## src/seq_pkg.sv

```systemverilog
package seq_pkg;

   localparam int ALU_WIDTH      = 16;   // Datapath width
   localparam int IMM_WIDTH      = 4;    // Immediate field of push
   localparam int REG_ADDR_WIDTH = 2;    // Four registers per lane
   localparam int LANE_ID_WIDTH  = 2;    // Up to four lanes
   localparam int NUM_REGS       = 1 << REG_ADDR_WIDTH;

   typedef enum logic [1:0] {
      OP_PASS = 2'd0,   // Result is operand a
      OP_PUSH = 2'd1,   // Shift a left, append immediate
      OP_ADD  = 2'd2,
      OP_MULT = 2'd3    // Pipelined multiplier path
   } seq_op_e;

   // Instruction word as it arrives at the dispatcher
   typedef struct packed {
      logic [LANE_ID_WIDTH-1:0]  lane;
      seq_op_e                   op;
      logic [REG_ADDR_WIDTH-1:0] dst;
      logic [REG_ADDR_WIDTH-1:0] src_a;
      logic [REG_ADDR_WIDTH-1:0] src_b;
      logic [IMM_WIDTH-1:0]      imm;
   } seq_instr_t;

   // Completion record leaving a lane and the collector
   typedef struct packed {
      logic [LANE_ID_WIDTH-1:0]  lane;
      seq_op_e                   op;     // Echo for overflow attribution
      logic [REG_ADDR_WIDTH-1:0] dst;
      logic [ALU_WIDTH-1:0]      data;
      logic                      ovf;
   } seq_result_t;

endpackage

```

## src/seq_alu.sv

```systemverilog
module seq_alu (
   input  logic                          clk,
   input  logic                          i_rst,
   input  logic                          i_valid,
   input  seq_pkg::seq_op_e              i_op,
   input  logic [seq_pkg::ALU_WIDTH-1:0] i_data_a,
   input  logic [seq_pkg::ALU_WIDTH-1:0] i_data_b,
   input  logic [seq_pkg::IMM_WIDTH-1:0] i_const,
   output logic [seq_pkg::ALU_WIDTH-1:0] o_data,
   output logic                          o_ovf,
   output logic                          o_valid
);
   import seq_pkg::*;

   logic [ALU_WIDTH:0]   add_full;
   logic [ALU_WIDTH-1:0] s1_data_d;
   logic                 s1_ovf_d;
   logic [ALU_WIDTH-1:0] data_q1, data_q2;
   logic                 ovf_q1, ovf_q2;
   logic                 vld_q1, vld_q2;   // Non-multiply ops only
   logic [ALU_WIDTH-1:0] mult_data;
   logic                 mult_ovf;
   logic                 mult_valid;

   assign add_full = {1'b0, i_data_a} + {1'b0, i_data_b};

   always_comb begin
      case (i_op)
         OP_PUSH: begin
            s1_data_d = {i_data_a[ALU_WIDTH-IMM_WIDTH-1:0], i_const};   // Upper bits dropped
            s1_ovf_d  = |i_data_a[ALU_WIDTH-1 -: IMM_WIDTH];
         end
         OP_ADD: begin
            s1_data_d = add_full[ALU_WIDTH-1:0];
            s1_ovf_d  = add_full[ALU_WIDTH];   // Carry out
         end
         default: begin
            s1_data_d = i_data_a;
            s1_ovf_d  = 1'b0;
         end
      endcase
   end

   // Extra stage lines short ops up with the multiplier
   always_ff @(posedge clk) begin
      data_q1 <= s1_data_d;
      ovf_q1  <= s1_ovf_d;
      data_q2 <= data_q1;
      ovf_q2  <= ovf_q1;
   end

   always_ff @(posedge clk) begin
      if (i_rst) begin
         vld_q1 <= 1'b0;
         vld_q2 <= 1'b0;
      end else begin
         vld_q1 <= i_valid && (i_op != OP_MULT);
         vld_q2 <= vld_q1;
      end
   end

   seq_mult u_mult (
      .clk      (clk),
      .i_rst    (i_rst),
      .i_valid  (i_valid && (i_op == OP_MULT)),
      .i_data_a (i_data_a),
      .i_data_b (i_data_b),
      .o_data   (mult_data),
      .o_ovf    (mult_ovf),
      .o_valid  (mult_valid)
   );

   assign o_data  = mult_valid ? mult_data : data_q2;   // Multiply slot wins
   assign o_ovf   = mult_valid ? mult_ovf : ovf_q2;
   assign o_valid = vld_q2 | mult_valid;

   a_fixed_latency: assert property (
      @(posedge clk) disable iff (i_rst)
      i_valid |-> ##2 o_valid
   ) else $error("ALU result did not appear two cycles after launch");

endmodule

```

## src/seq_collect.sv

```systemverilog
module seq_collect #(
   parameter int NUM_LANES = 4
) (
   input  logic                                   clk,
   input  logic                                   i_rst,
   input  logic                                   i_ovf_clear,
   input  logic [NUM_LANES-1:0]                   i_done,
   input  seq_pkg::seq_result_t [NUM_LANES-1:0]   i_result,
   output logic                                   o_res_valid,
   output seq_pkg::seq_result_t                   o_res,
   output logic [NUM_LANES-1:0]                   o_ovf_sticky
);
   import seq_pkg::*;

   seq_result_t          sel_result;
   logic [NUM_LANES-1:0] ovf_set;

   // At most one lane completes per cycle, so a plain mux is enough
   always_comb begin
      sel_result = '0;
      for (int i = 0; i < NUM_LANES; i++) begin
         if (i_done[i]) begin
            sel_result = i_result[i];
         end
      end
   end

   always_comb begin
      for (int i = 0; i < NUM_LANES; i++) begin
         ovf_set[i] = i_done[i] && i_result[i].ovf;
      end
   end

   always_ff @(posedge clk) begin
      o_res <= sel_result;
   end

   always_ff @(posedge clk) begin
      if (i_rst) begin
         o_res_valid  <= 1'b0;
         o_ovf_sticky <= '0;
      end else begin
         o_res_valid <= |i_done;   // Edge N+4
         if (i_ovf_clear) begin
            o_ovf_sticky <= ovf_set;   // New overflow survives a clear
         end else begin
            o_ovf_sticky <= o_ovf_sticky | ovf_set;
         end
      end
   end

   a_single_completion: assert property (
      @(posedge clk) disable iff (i_rst)
      $onehot0(i_done)
   ) else $error("more than one lane completed in the same cycle");

endmodule

```

## src/seq_dispatch.sv

```systemverilog
module seq_dispatch #(
   parameter int NUM_LANES = 4
) (
   input  logic                 clk,
   input  logic                 i_rst,
   input  logic                 i_instr_valid,
   input  seq_pkg::seq_instr_t  i_instr,
   output seq_pkg::seq_instr_t  o_instr,
   output logic [NUM_LANES-1:0] o_issue
);
   import seq_pkg::*;

   logic [NUM_LANES-1:0] issue_d;

   // Lane field decode, out-of-range lanes get no bit
   always_comb begin
      issue_d = '0;
      for (int i = 0; i < NUM_LANES; i++) begin
         issue_d[i] = i_instr_valid && (i_instr.lane == LANE_ID_WIDTH'(i));
      end
   end

   // Instruction word is shared by all lanes
   always_ff @(posedge clk) begin
      o_instr <= i_instr;
   end

   always_ff @(posedge clk) begin
      if (i_rst) begin
         o_issue <= '0;
      end else begin
         o_issue <= issue_d;   // Edge N
      end
   end

   a_issue_onehot: assert property (
      @(posedge clk) disable iff (i_rst)
      $onehot0(o_issue)
   ) else $error("dispatch issued to more than one lane");

endmodule

```

## src/seq_lane.sv

```systemverilog
module seq_lane #(
   parameter int LANE_ID = 0
) (
   input  logic                 clk,
   input  logic                 i_rst,
   input  logic                 i_issue,
   input  seq_pkg::seq_instr_t  i_instr,
   output logic                 o_done,
   output seq_pkg::seq_result_t o_result
);
   import seq_pkg::*;

   // Fields that ride beside the ALU pipeline
   typedef struct packed {
      seq_op_e                   op;
      logic [REG_ADDR_WIDTH-1:0] dst;
   } side_t;

   logic [ALU_WIDTH-1:0] regs [NUM_REGS];
   logic [ALU_WIDTH-1:0] rd_a;
   logic [ALU_WIDTH-1:0] rd_b;
   side_t                side_q1;
   side_t                side_q2;
   logic [ALU_WIDTH-1:0] alu_data;
   logic                 alu_ovf;
   logic                 alu_valid;

   // Operand read in the cycle after dispatch, no bypass
   assign rd_a = regs[i_instr.src_a];
   assign rd_b = regs[i_instr.src_b];

   seq_alu u_alu (
      .clk      (clk),
      .i_rst    (i_rst),
      .i_valid  (i_issue),
      .i_op     (i_instr.op),
      .i_data_a (rd_a),
      .i_data_b (rd_b),
      .i_const  (i_instr.imm),
      .o_data   (alu_data),
      .o_ovf    (alu_ovf),
      .o_valid  (alu_valid)
   );

   always_ff @(posedge clk) begin
      side_q1.op  <= i_instr.op;
      side_q1.dst <= i_instr.dst;
      side_q2     <= side_q1;
   end

   // Register file writeback at edge N+3
   always_ff @(posedge clk) begin
      if (i_rst) begin
         for (int i = 0; i < NUM_REGS; i++) begin
            regs[i] <= '0;
         end
      end else if (alu_valid) begin
         regs[side_q2.dst] <= alu_data;
      end
   end

   // Completion record, same edge as the write
   always_ff @(posedge clk) begin
      o_result.lane <= LANE_ID_WIDTH'(LANE_ID);
      o_result.op   <= side_q2.op;
      o_result.dst  <= side_q2.dst;
      o_result.data <= alu_data;
      o_result.ovf  <= alu_ovf;
   end

   always_ff @(posedge clk) begin
      if (i_rst) begin
         o_done <= 1'b0;
      end else begin
         o_done <= alu_valid;
      end
   end

endmodule

```

## src/seq_mult.sv

```systemverilog
module seq_mult (
   input  logic                          clk,
   input  logic                          i_rst,
   input  logic                          i_valid,
   input  logic [seq_pkg::ALU_WIDTH-1:0] i_data_a,
   input  logic [seq_pkg::ALU_WIDTH-1:0] i_data_b,
   output logic [seq_pkg::ALU_WIDTH-1:0] o_data,
   output logic                          o_ovf,
   output logic                          o_valid
);
   import seq_pkg::*;

   localparam int HALF     = ALU_WIDTH / 2;
   localparam int PP_WIDTH = ALU_WIDTH + HALF;

   logic [PP_WIDTH-1:0]    pp_lo_q;   // a times low byte of b
   logic [PP_WIDTH-1:0]    pp_hi_q;   // a times high byte of b
   logic                   valid_q;
   logic [2*ALU_WIDTH-1:0] product;

   // Stage one
   always_ff @(posedge clk) begin
      pp_lo_q <= i_data_a * i_data_b[HALF-1:0];
      pp_hi_q <= i_data_a * i_data_b[ALU_WIDTH-1:HALF];
   end

   assign product = {{HALF{1'b0}}, pp_lo_q} + {pp_hi_q, {HALF{1'b0}}};

   // Stage two, truncate and flag lost high half
   always_ff @(posedge clk) begin
      o_data <= product[ALU_WIDTH-1:0];
      o_ovf  <= |product[2*ALU_WIDTH-1:ALU_WIDTH];
   end

   always_ff @(posedge clk) begin
      if (i_rst) begin
         valid_q <= 1'b0;
         o_valid <= 1'b0;
      end else begin
         valid_q <= i_valid;
         o_valid <= valid_q;
      end
   end

endmodule

```

## src/seq_top.sv

```systemverilog
module seq_top #(
   parameter int NUM_LANES = 4
) (
   input  logic                 clk,
   input  logic                 i_rst,
   input  logic                 i_instr_valid,
   input  seq_pkg::seq_instr_t  i_instr,
   input  logic                 i_ovf_clear,
   output logic                 o_res_valid,
   output seq_pkg::seq_result_t o_res,
   output logic [NUM_LANES-1:0] o_ovf_sticky
);
   import seq_pkg::*;

   seq_instr_t                  dsp_instr;
   logic [NUM_LANES-1:0]        dsp_issue;
   logic [NUM_LANES-1:0]        lane_done;
   seq_result_t [NUM_LANES-1:0] lane_result;

   seq_dispatch #(
      .NUM_LANES (NUM_LANES)
   ) u_dispatch (
      .clk           (clk),
      .i_rst         (i_rst),
      .i_instr_valid (i_instr_valid),
      .i_instr       (i_instr),
      .o_instr       (dsp_instr),
      .o_issue       (dsp_issue)
   );

   for (genvar g = 0; g < NUM_LANES; g++) begin : g_lane
      seq_lane #(
         .LANE_ID (g)
      ) u_lane (
         .clk      (clk),
         .i_rst    (i_rst),
         .i_issue  (dsp_issue[g]),
         .i_instr  (dsp_instr),
         .o_done   (lane_done[g]),
         .o_result (lane_result[g])
      );
   end

   seq_collect #(
      .NUM_LANES (NUM_LANES)
   ) u_collect (
      .clk          (clk),
      .i_rst        (i_rst),
      .i_ovf_clear  (i_ovf_clear),
      .i_done       (lane_done),
      .i_result     (lane_result),
      .o_res_valid  (o_res_valid),
      .o_res        (o_res),
      .o_ovf_sticky (o_ovf_sticky)
   );

endmodule

```

## config.mk

```make
export PLATFORM = sky130hd
export DESIGN_NAME = seq_top
export DESIGN_NICKNAME = d
export VERILOG_FILES = /design/src/seq_pkg.sv /design/src/seq_alu.sv /design/src/seq_collect.sv /design/src/seq_dispatch.sv /design/src/seq_lane.sv /design/src/seq_mult.sv /design/src/seq_top.sv
export SDC_FILE = /design/constraint.sdc
export NUM_CORES = 2
export LEC_CHECK = 0
export ABC_AREA = 1
export BUFFER_PORTS_ARGS = -buffer_cell sky130_fd_sc_hd__clkbuf_2
export CAP_MARGIN = 20
export CORE_MARGIN = 4
export CORE_UTILIZATION = 59
export CTS_CLUSTER_SIZE = 40
export DETAILED_ROUTE_END_ITERATION = 10
export PLACE_DENSITY = 0.89
export SYNTH_ARGS = -nofsm -noshare
export SYNTH_HDL_FRONTEND = slang
export SYNTH_SLANG_ARGS = --single-unit
```

## constraint.sdc

```tcl
create_clock -name clk -period 4.34 [get_ports clk]
set_input_delay 0.434 -clock clk [delete_from_list [all_inputs] [get_ports clk]]
set_output_delay 0.434 -clock clk [all_outputs]
set_load 0.01 [all_outputs]
```

==> impl_results.md <==
- Post-route minimum period: about 5.4 ns
- Number of global-route vias before repair: roughly 69000
- Routability congestion estimate from global placement: around 1.0
- Placed cells: around 11000
- Die Wd: 348 um
- DR iter-0 viols: a little under 9000
- Total gr overflow: 0
- Ys Warns: 0
- Vias/cell: just under 6
- Worst slew margin: 9.64%
- Net Sw Power: ~0.028 W
- Final nets: around 11000
- R2R depth: 22
- CTS tree: built
- Syn-to-layout area delta: 24.4%
- Fraction of layout cells with a size suffix above 1: roughly 22%
- Failing checks: design-rule violations, negative setup slack
- Ys async rst share: 0%
- Critical Path End Type: register
- Max Cap Viol: 0
- Cell variety after synth: between 40 and 50
- DR vias: 67100
- Lkg Pwr: between 40 and 50 nW
- Crit path capture: g_lane[1].u_lane.u_alu.u_mult.pp_hi_q[22]
- CP startpoint kind: register
- Post-Synthesis Mean Instance Area: ~7.9 um^2
- Syn Nets: around 9900
- Max FO, Critical Path: 14
- Peak VDD IR: 930 uV
- CP Data Arrival Time: around 6 ns
- TritonCTS Buffers: 88
- RR Endpoint: g_lane[1].u_lane.u_alu.u_mult.pp_hi_q[22]
- First-pass GRT wire length: about 370 mm
- Drc violations: 30
- Post-Syn Instances: slightly below 9000
- Largest net degree at the start of global routing: 44
- Clock Sinks: between 700 and 800
- Final Max Tran Viols: 0
- Main flop type after synthesis: dfxtp_1
- CTS clk-pin slew, worst paths: 0.07 ns
- Drt total wl: between 200 and 250 mm
- First drt pass iteration count: 11
- Overall Global Routing Usage: between 30% and 40%
- Initial core utilization: roughly three fifths
- Row cnt: ~120
- Worst setup margin: -1.02 ns
- PortBufs: 45
- Post-synth EDFFs: 256
- Worst slew pin tran: approximately 1.3 ns
- Detail Placement HPWL: between 150 and 200 mm
- Sequential area share after synthesis: a little over a quarter
- Combinational share of power: approximately 70%
- Clk network pwr share: around an eighth
- Clock skew: 0.0416 ns
- Initial antenna violation count: 14
- Reg-to-reg slack, setup: -1.02 ns
- Total die area: 121000 um^2
- Final Cycle Share: 123%
- Internal power: roughly 0.032 W
- Seq cells post-synth: just under 800
- Power, Total: about 0.06 W
- Final antenna-violating net count: 0
- DR WL/cell: 21.7 um
- Placed Area: about 79000 um^2
- Fmax: between 150 and 200 MHz
- Max Buffers Root-to-Sink: 3
- Finished Layout Cells: ~11000
- Core area: 115000 um^2
- Synthesized area: 68400 um^2
- Setup violators final: 145
- PD cells: roughly 700 nW/um^2
- Switching fraction of total power: a little under half
- RSZ-0062 raised after global routing: yes
- # H-tree levels: 3
- Root buffer cell: clkbuf_16
- Critical path class: reg2reg
- Fin. Hold Viols: 0
- HP Class: in2reg
- Crit path required time: 4.92 ns
- Run status: finished, violations left
- Final Cell Area: around 85000 um^2
- Boundary pin count: 46
- Sequential power share: 17.8%
- Die height: 348 um
- Clk_lat worst skew: between 0.7 and 0.8 ns
==> worst max-delay path, cell delays in order (launching register included) <==
cell and delay, ns:
dfxtp_4 0.39, inv_8 0.07, buf_16 0.18, buf_4 0.15
a21oi_1 0.54, a32oi_4 0.19, inv_2 0.18, buf_4 0.14
nor2_1 0.05, fa_1 0.50, inv_1 0.05, fa_1 0.47
inv_1 0.05, fa_1 0.48, inv_1 0.05, fa_1 0.48
inv_1 0.07, ha_4 0.24, a21o_1 0.21, o21bai_1 0.20
a21oi_1 0.18, o211ai_1 0.13, xor2_1 0.16
==> worst min path at each step <==
stage | depth (start not counted) | from | endpoint | slack [ns]
after floorplan | 0 | g_lane[0].u_lane.u_alu.data_q1[0] | g_lane[0].u_lane.u_alu.data_q2[0] | 0.31
after global placement | 0 | g_lane[2].u_lane.u_alu.data_q1[0] | g_lane[2].u_lane.u_alu.data_q2[0] | 0.31
after detailed placement | 0 | g_lane[2].u_lane.u_alu.data_q1[5] | g_lane[2].u_lane.u_alu.data_q2[5] | 0.31
after CTS | 3 | i_instr_valid | u_dispatch.o_issue[3] | 0.004
after global routing | 3 | i_instr_valid | u_dispatch.o_issue[2] | 0.03
final | 3 | i_instr_valid | u_dispatch.o_issue[3] | 0.007
==> cells in the final DEF, fill, tap and decap left out, types with 49 or more instances in the layout <==
cell       instances
buf_4            954
xor2_1           116
clkbuf_16         90
buf_6             49
ha_1             363
xnor2_1           58
o21ai_1           52
or2_2             74
nand2_2           96
nor2_2           172
a21oi_1          313
ha_4              97
inv_2             82
o21ai_0          246
nand2_1         1569
dfxtp_1          536
a21oi_2           92
nor3_1           107
inv_1           1440
nand4_1           68
nor2_1          1250
edfxtp_1         256
fa_1             665
nand3_1          293
==> metal layers <==
metal	vias to the layer above	routed length, um	GRT usage (%)
met3	1668	30400	11.9
met4	14	20300	24.6
li1	29100	-	-
met1	31400	83500	45.0
met5	-	94	0
met2	4975	109000	61.7
==> registers in the layout, indices dropped and copies added, names as in the netlist, 8 cells and up, named ones only <==
name                                cells
g_lane.u_lane.regs                    256
g_lane.u_lane.u_alu.u_mult.pp_hi_q     96
g_lane.u_lane.u_alu.u_mult.pp_lo_q     96
g_lane.u_lane.o_result                 72
g_lane.u_lane.u_alu.data_q1            64
g_lane.u_lane.u_alu.data_q2            64
g_lane.u_lane.u_alu.u_mult.o_data      64
u_collect.o_res                        23
u_dispatch.o_instr                      8
==> through the flow <==
step / hold WS (ns) / util, % / setup TNS (ns) / worst slack [ns]
floorplan: 0.310 / - / -5.26 / -0.133
global placement: 0.310 / 69.0 / -64.63 / -1.02
detailed placement: 0.312 / 69.0 / -76.17 / -1.07
CTS: 0.00449 / 73.0 / -67.99 / -0.667
global route: 0.0278 / 74.2 / -111.18 / -1.14
finish: 0.00719 / 74.2 / -92.96 / -1.02
==> Yosys cell counts, drive strengths merged (74+ instances only) <==
| library cell | instances | area share, % |
|---|---|---|
| nand2 | 1684 | 9.3 |
| inv | 1552 | 8.5 |
| nor2 | 1436 | 7.9 |
| fa | 680 | 20 |
| dfxtp | 540 | 16 |
| ha | 483 | 8.8 |
| a21oi | 410 | 3.0 |
| o21ai | 340 | 2.5 |
| nand3 | 305 | 2.2 |
| edfxtp | 256 | 11 |
| buf | 213 | 1.7 |
| xor2 | 122 | 1.6 |
| nor3 | 108 | 0.79 |
| or2 | 74 | 0.68 |
==> kinds of logic after synthesis <==
family,Yosys count,synth area share [%]
simple gates,3732,22.0
buf+inv,1835,10.7
fa+ha+maj,1163,28.7
compound gates,995,9.19
flops,796,27.1
xor+xnor,183,2.34
==> area by class of cell <==
type,count,area [um^2]
Antenna cell,10,25.0
Clock buffer,115,2340
Timing Repair inverter,3,18.8
Fill cell,7473,29600
Inverter,1556,5960
Tap cell,1512,1890
Timing Repair Buffer,1131,9510
Sequential cell,796,18500
Multi-Input combinational cell,6073,46200
Clock inverter,50,584
==> power groups by stage <==
| stage | clock, W | combinational, W | sequential (W) |
|---|---|---|---|
| finish | 0.00783 | 0.0411 | 0.0106 |
| global route | 0.00810 | 0.0448 | 0.0107 |
| CTS | 0.00774 | 0.0388 | 0.0105 |
| detailed placement | 0 | 0.0369 | 0.0106 |
| global placement | 0 | 0.0359 | 0.0106 |
| floorplan | 0 | 0.0237 | 0.00999 |
==> what timing repair did <==
| item | in CTS | in global routing |
|---|---|---|
| gates resized for setup | 245 | 266 |
| buffers inserted | 30 | 33 |
| gates cloned | 9 | 3 |
| hold endpoints to repair | 17 | 0 |
| pin swaps | 70 | 83 |
| hold buffers | 15 | 0 |
| setup endpoints to repair | 144 | 147 |
No activity file was read; power rests on OpenSTA's default activity.
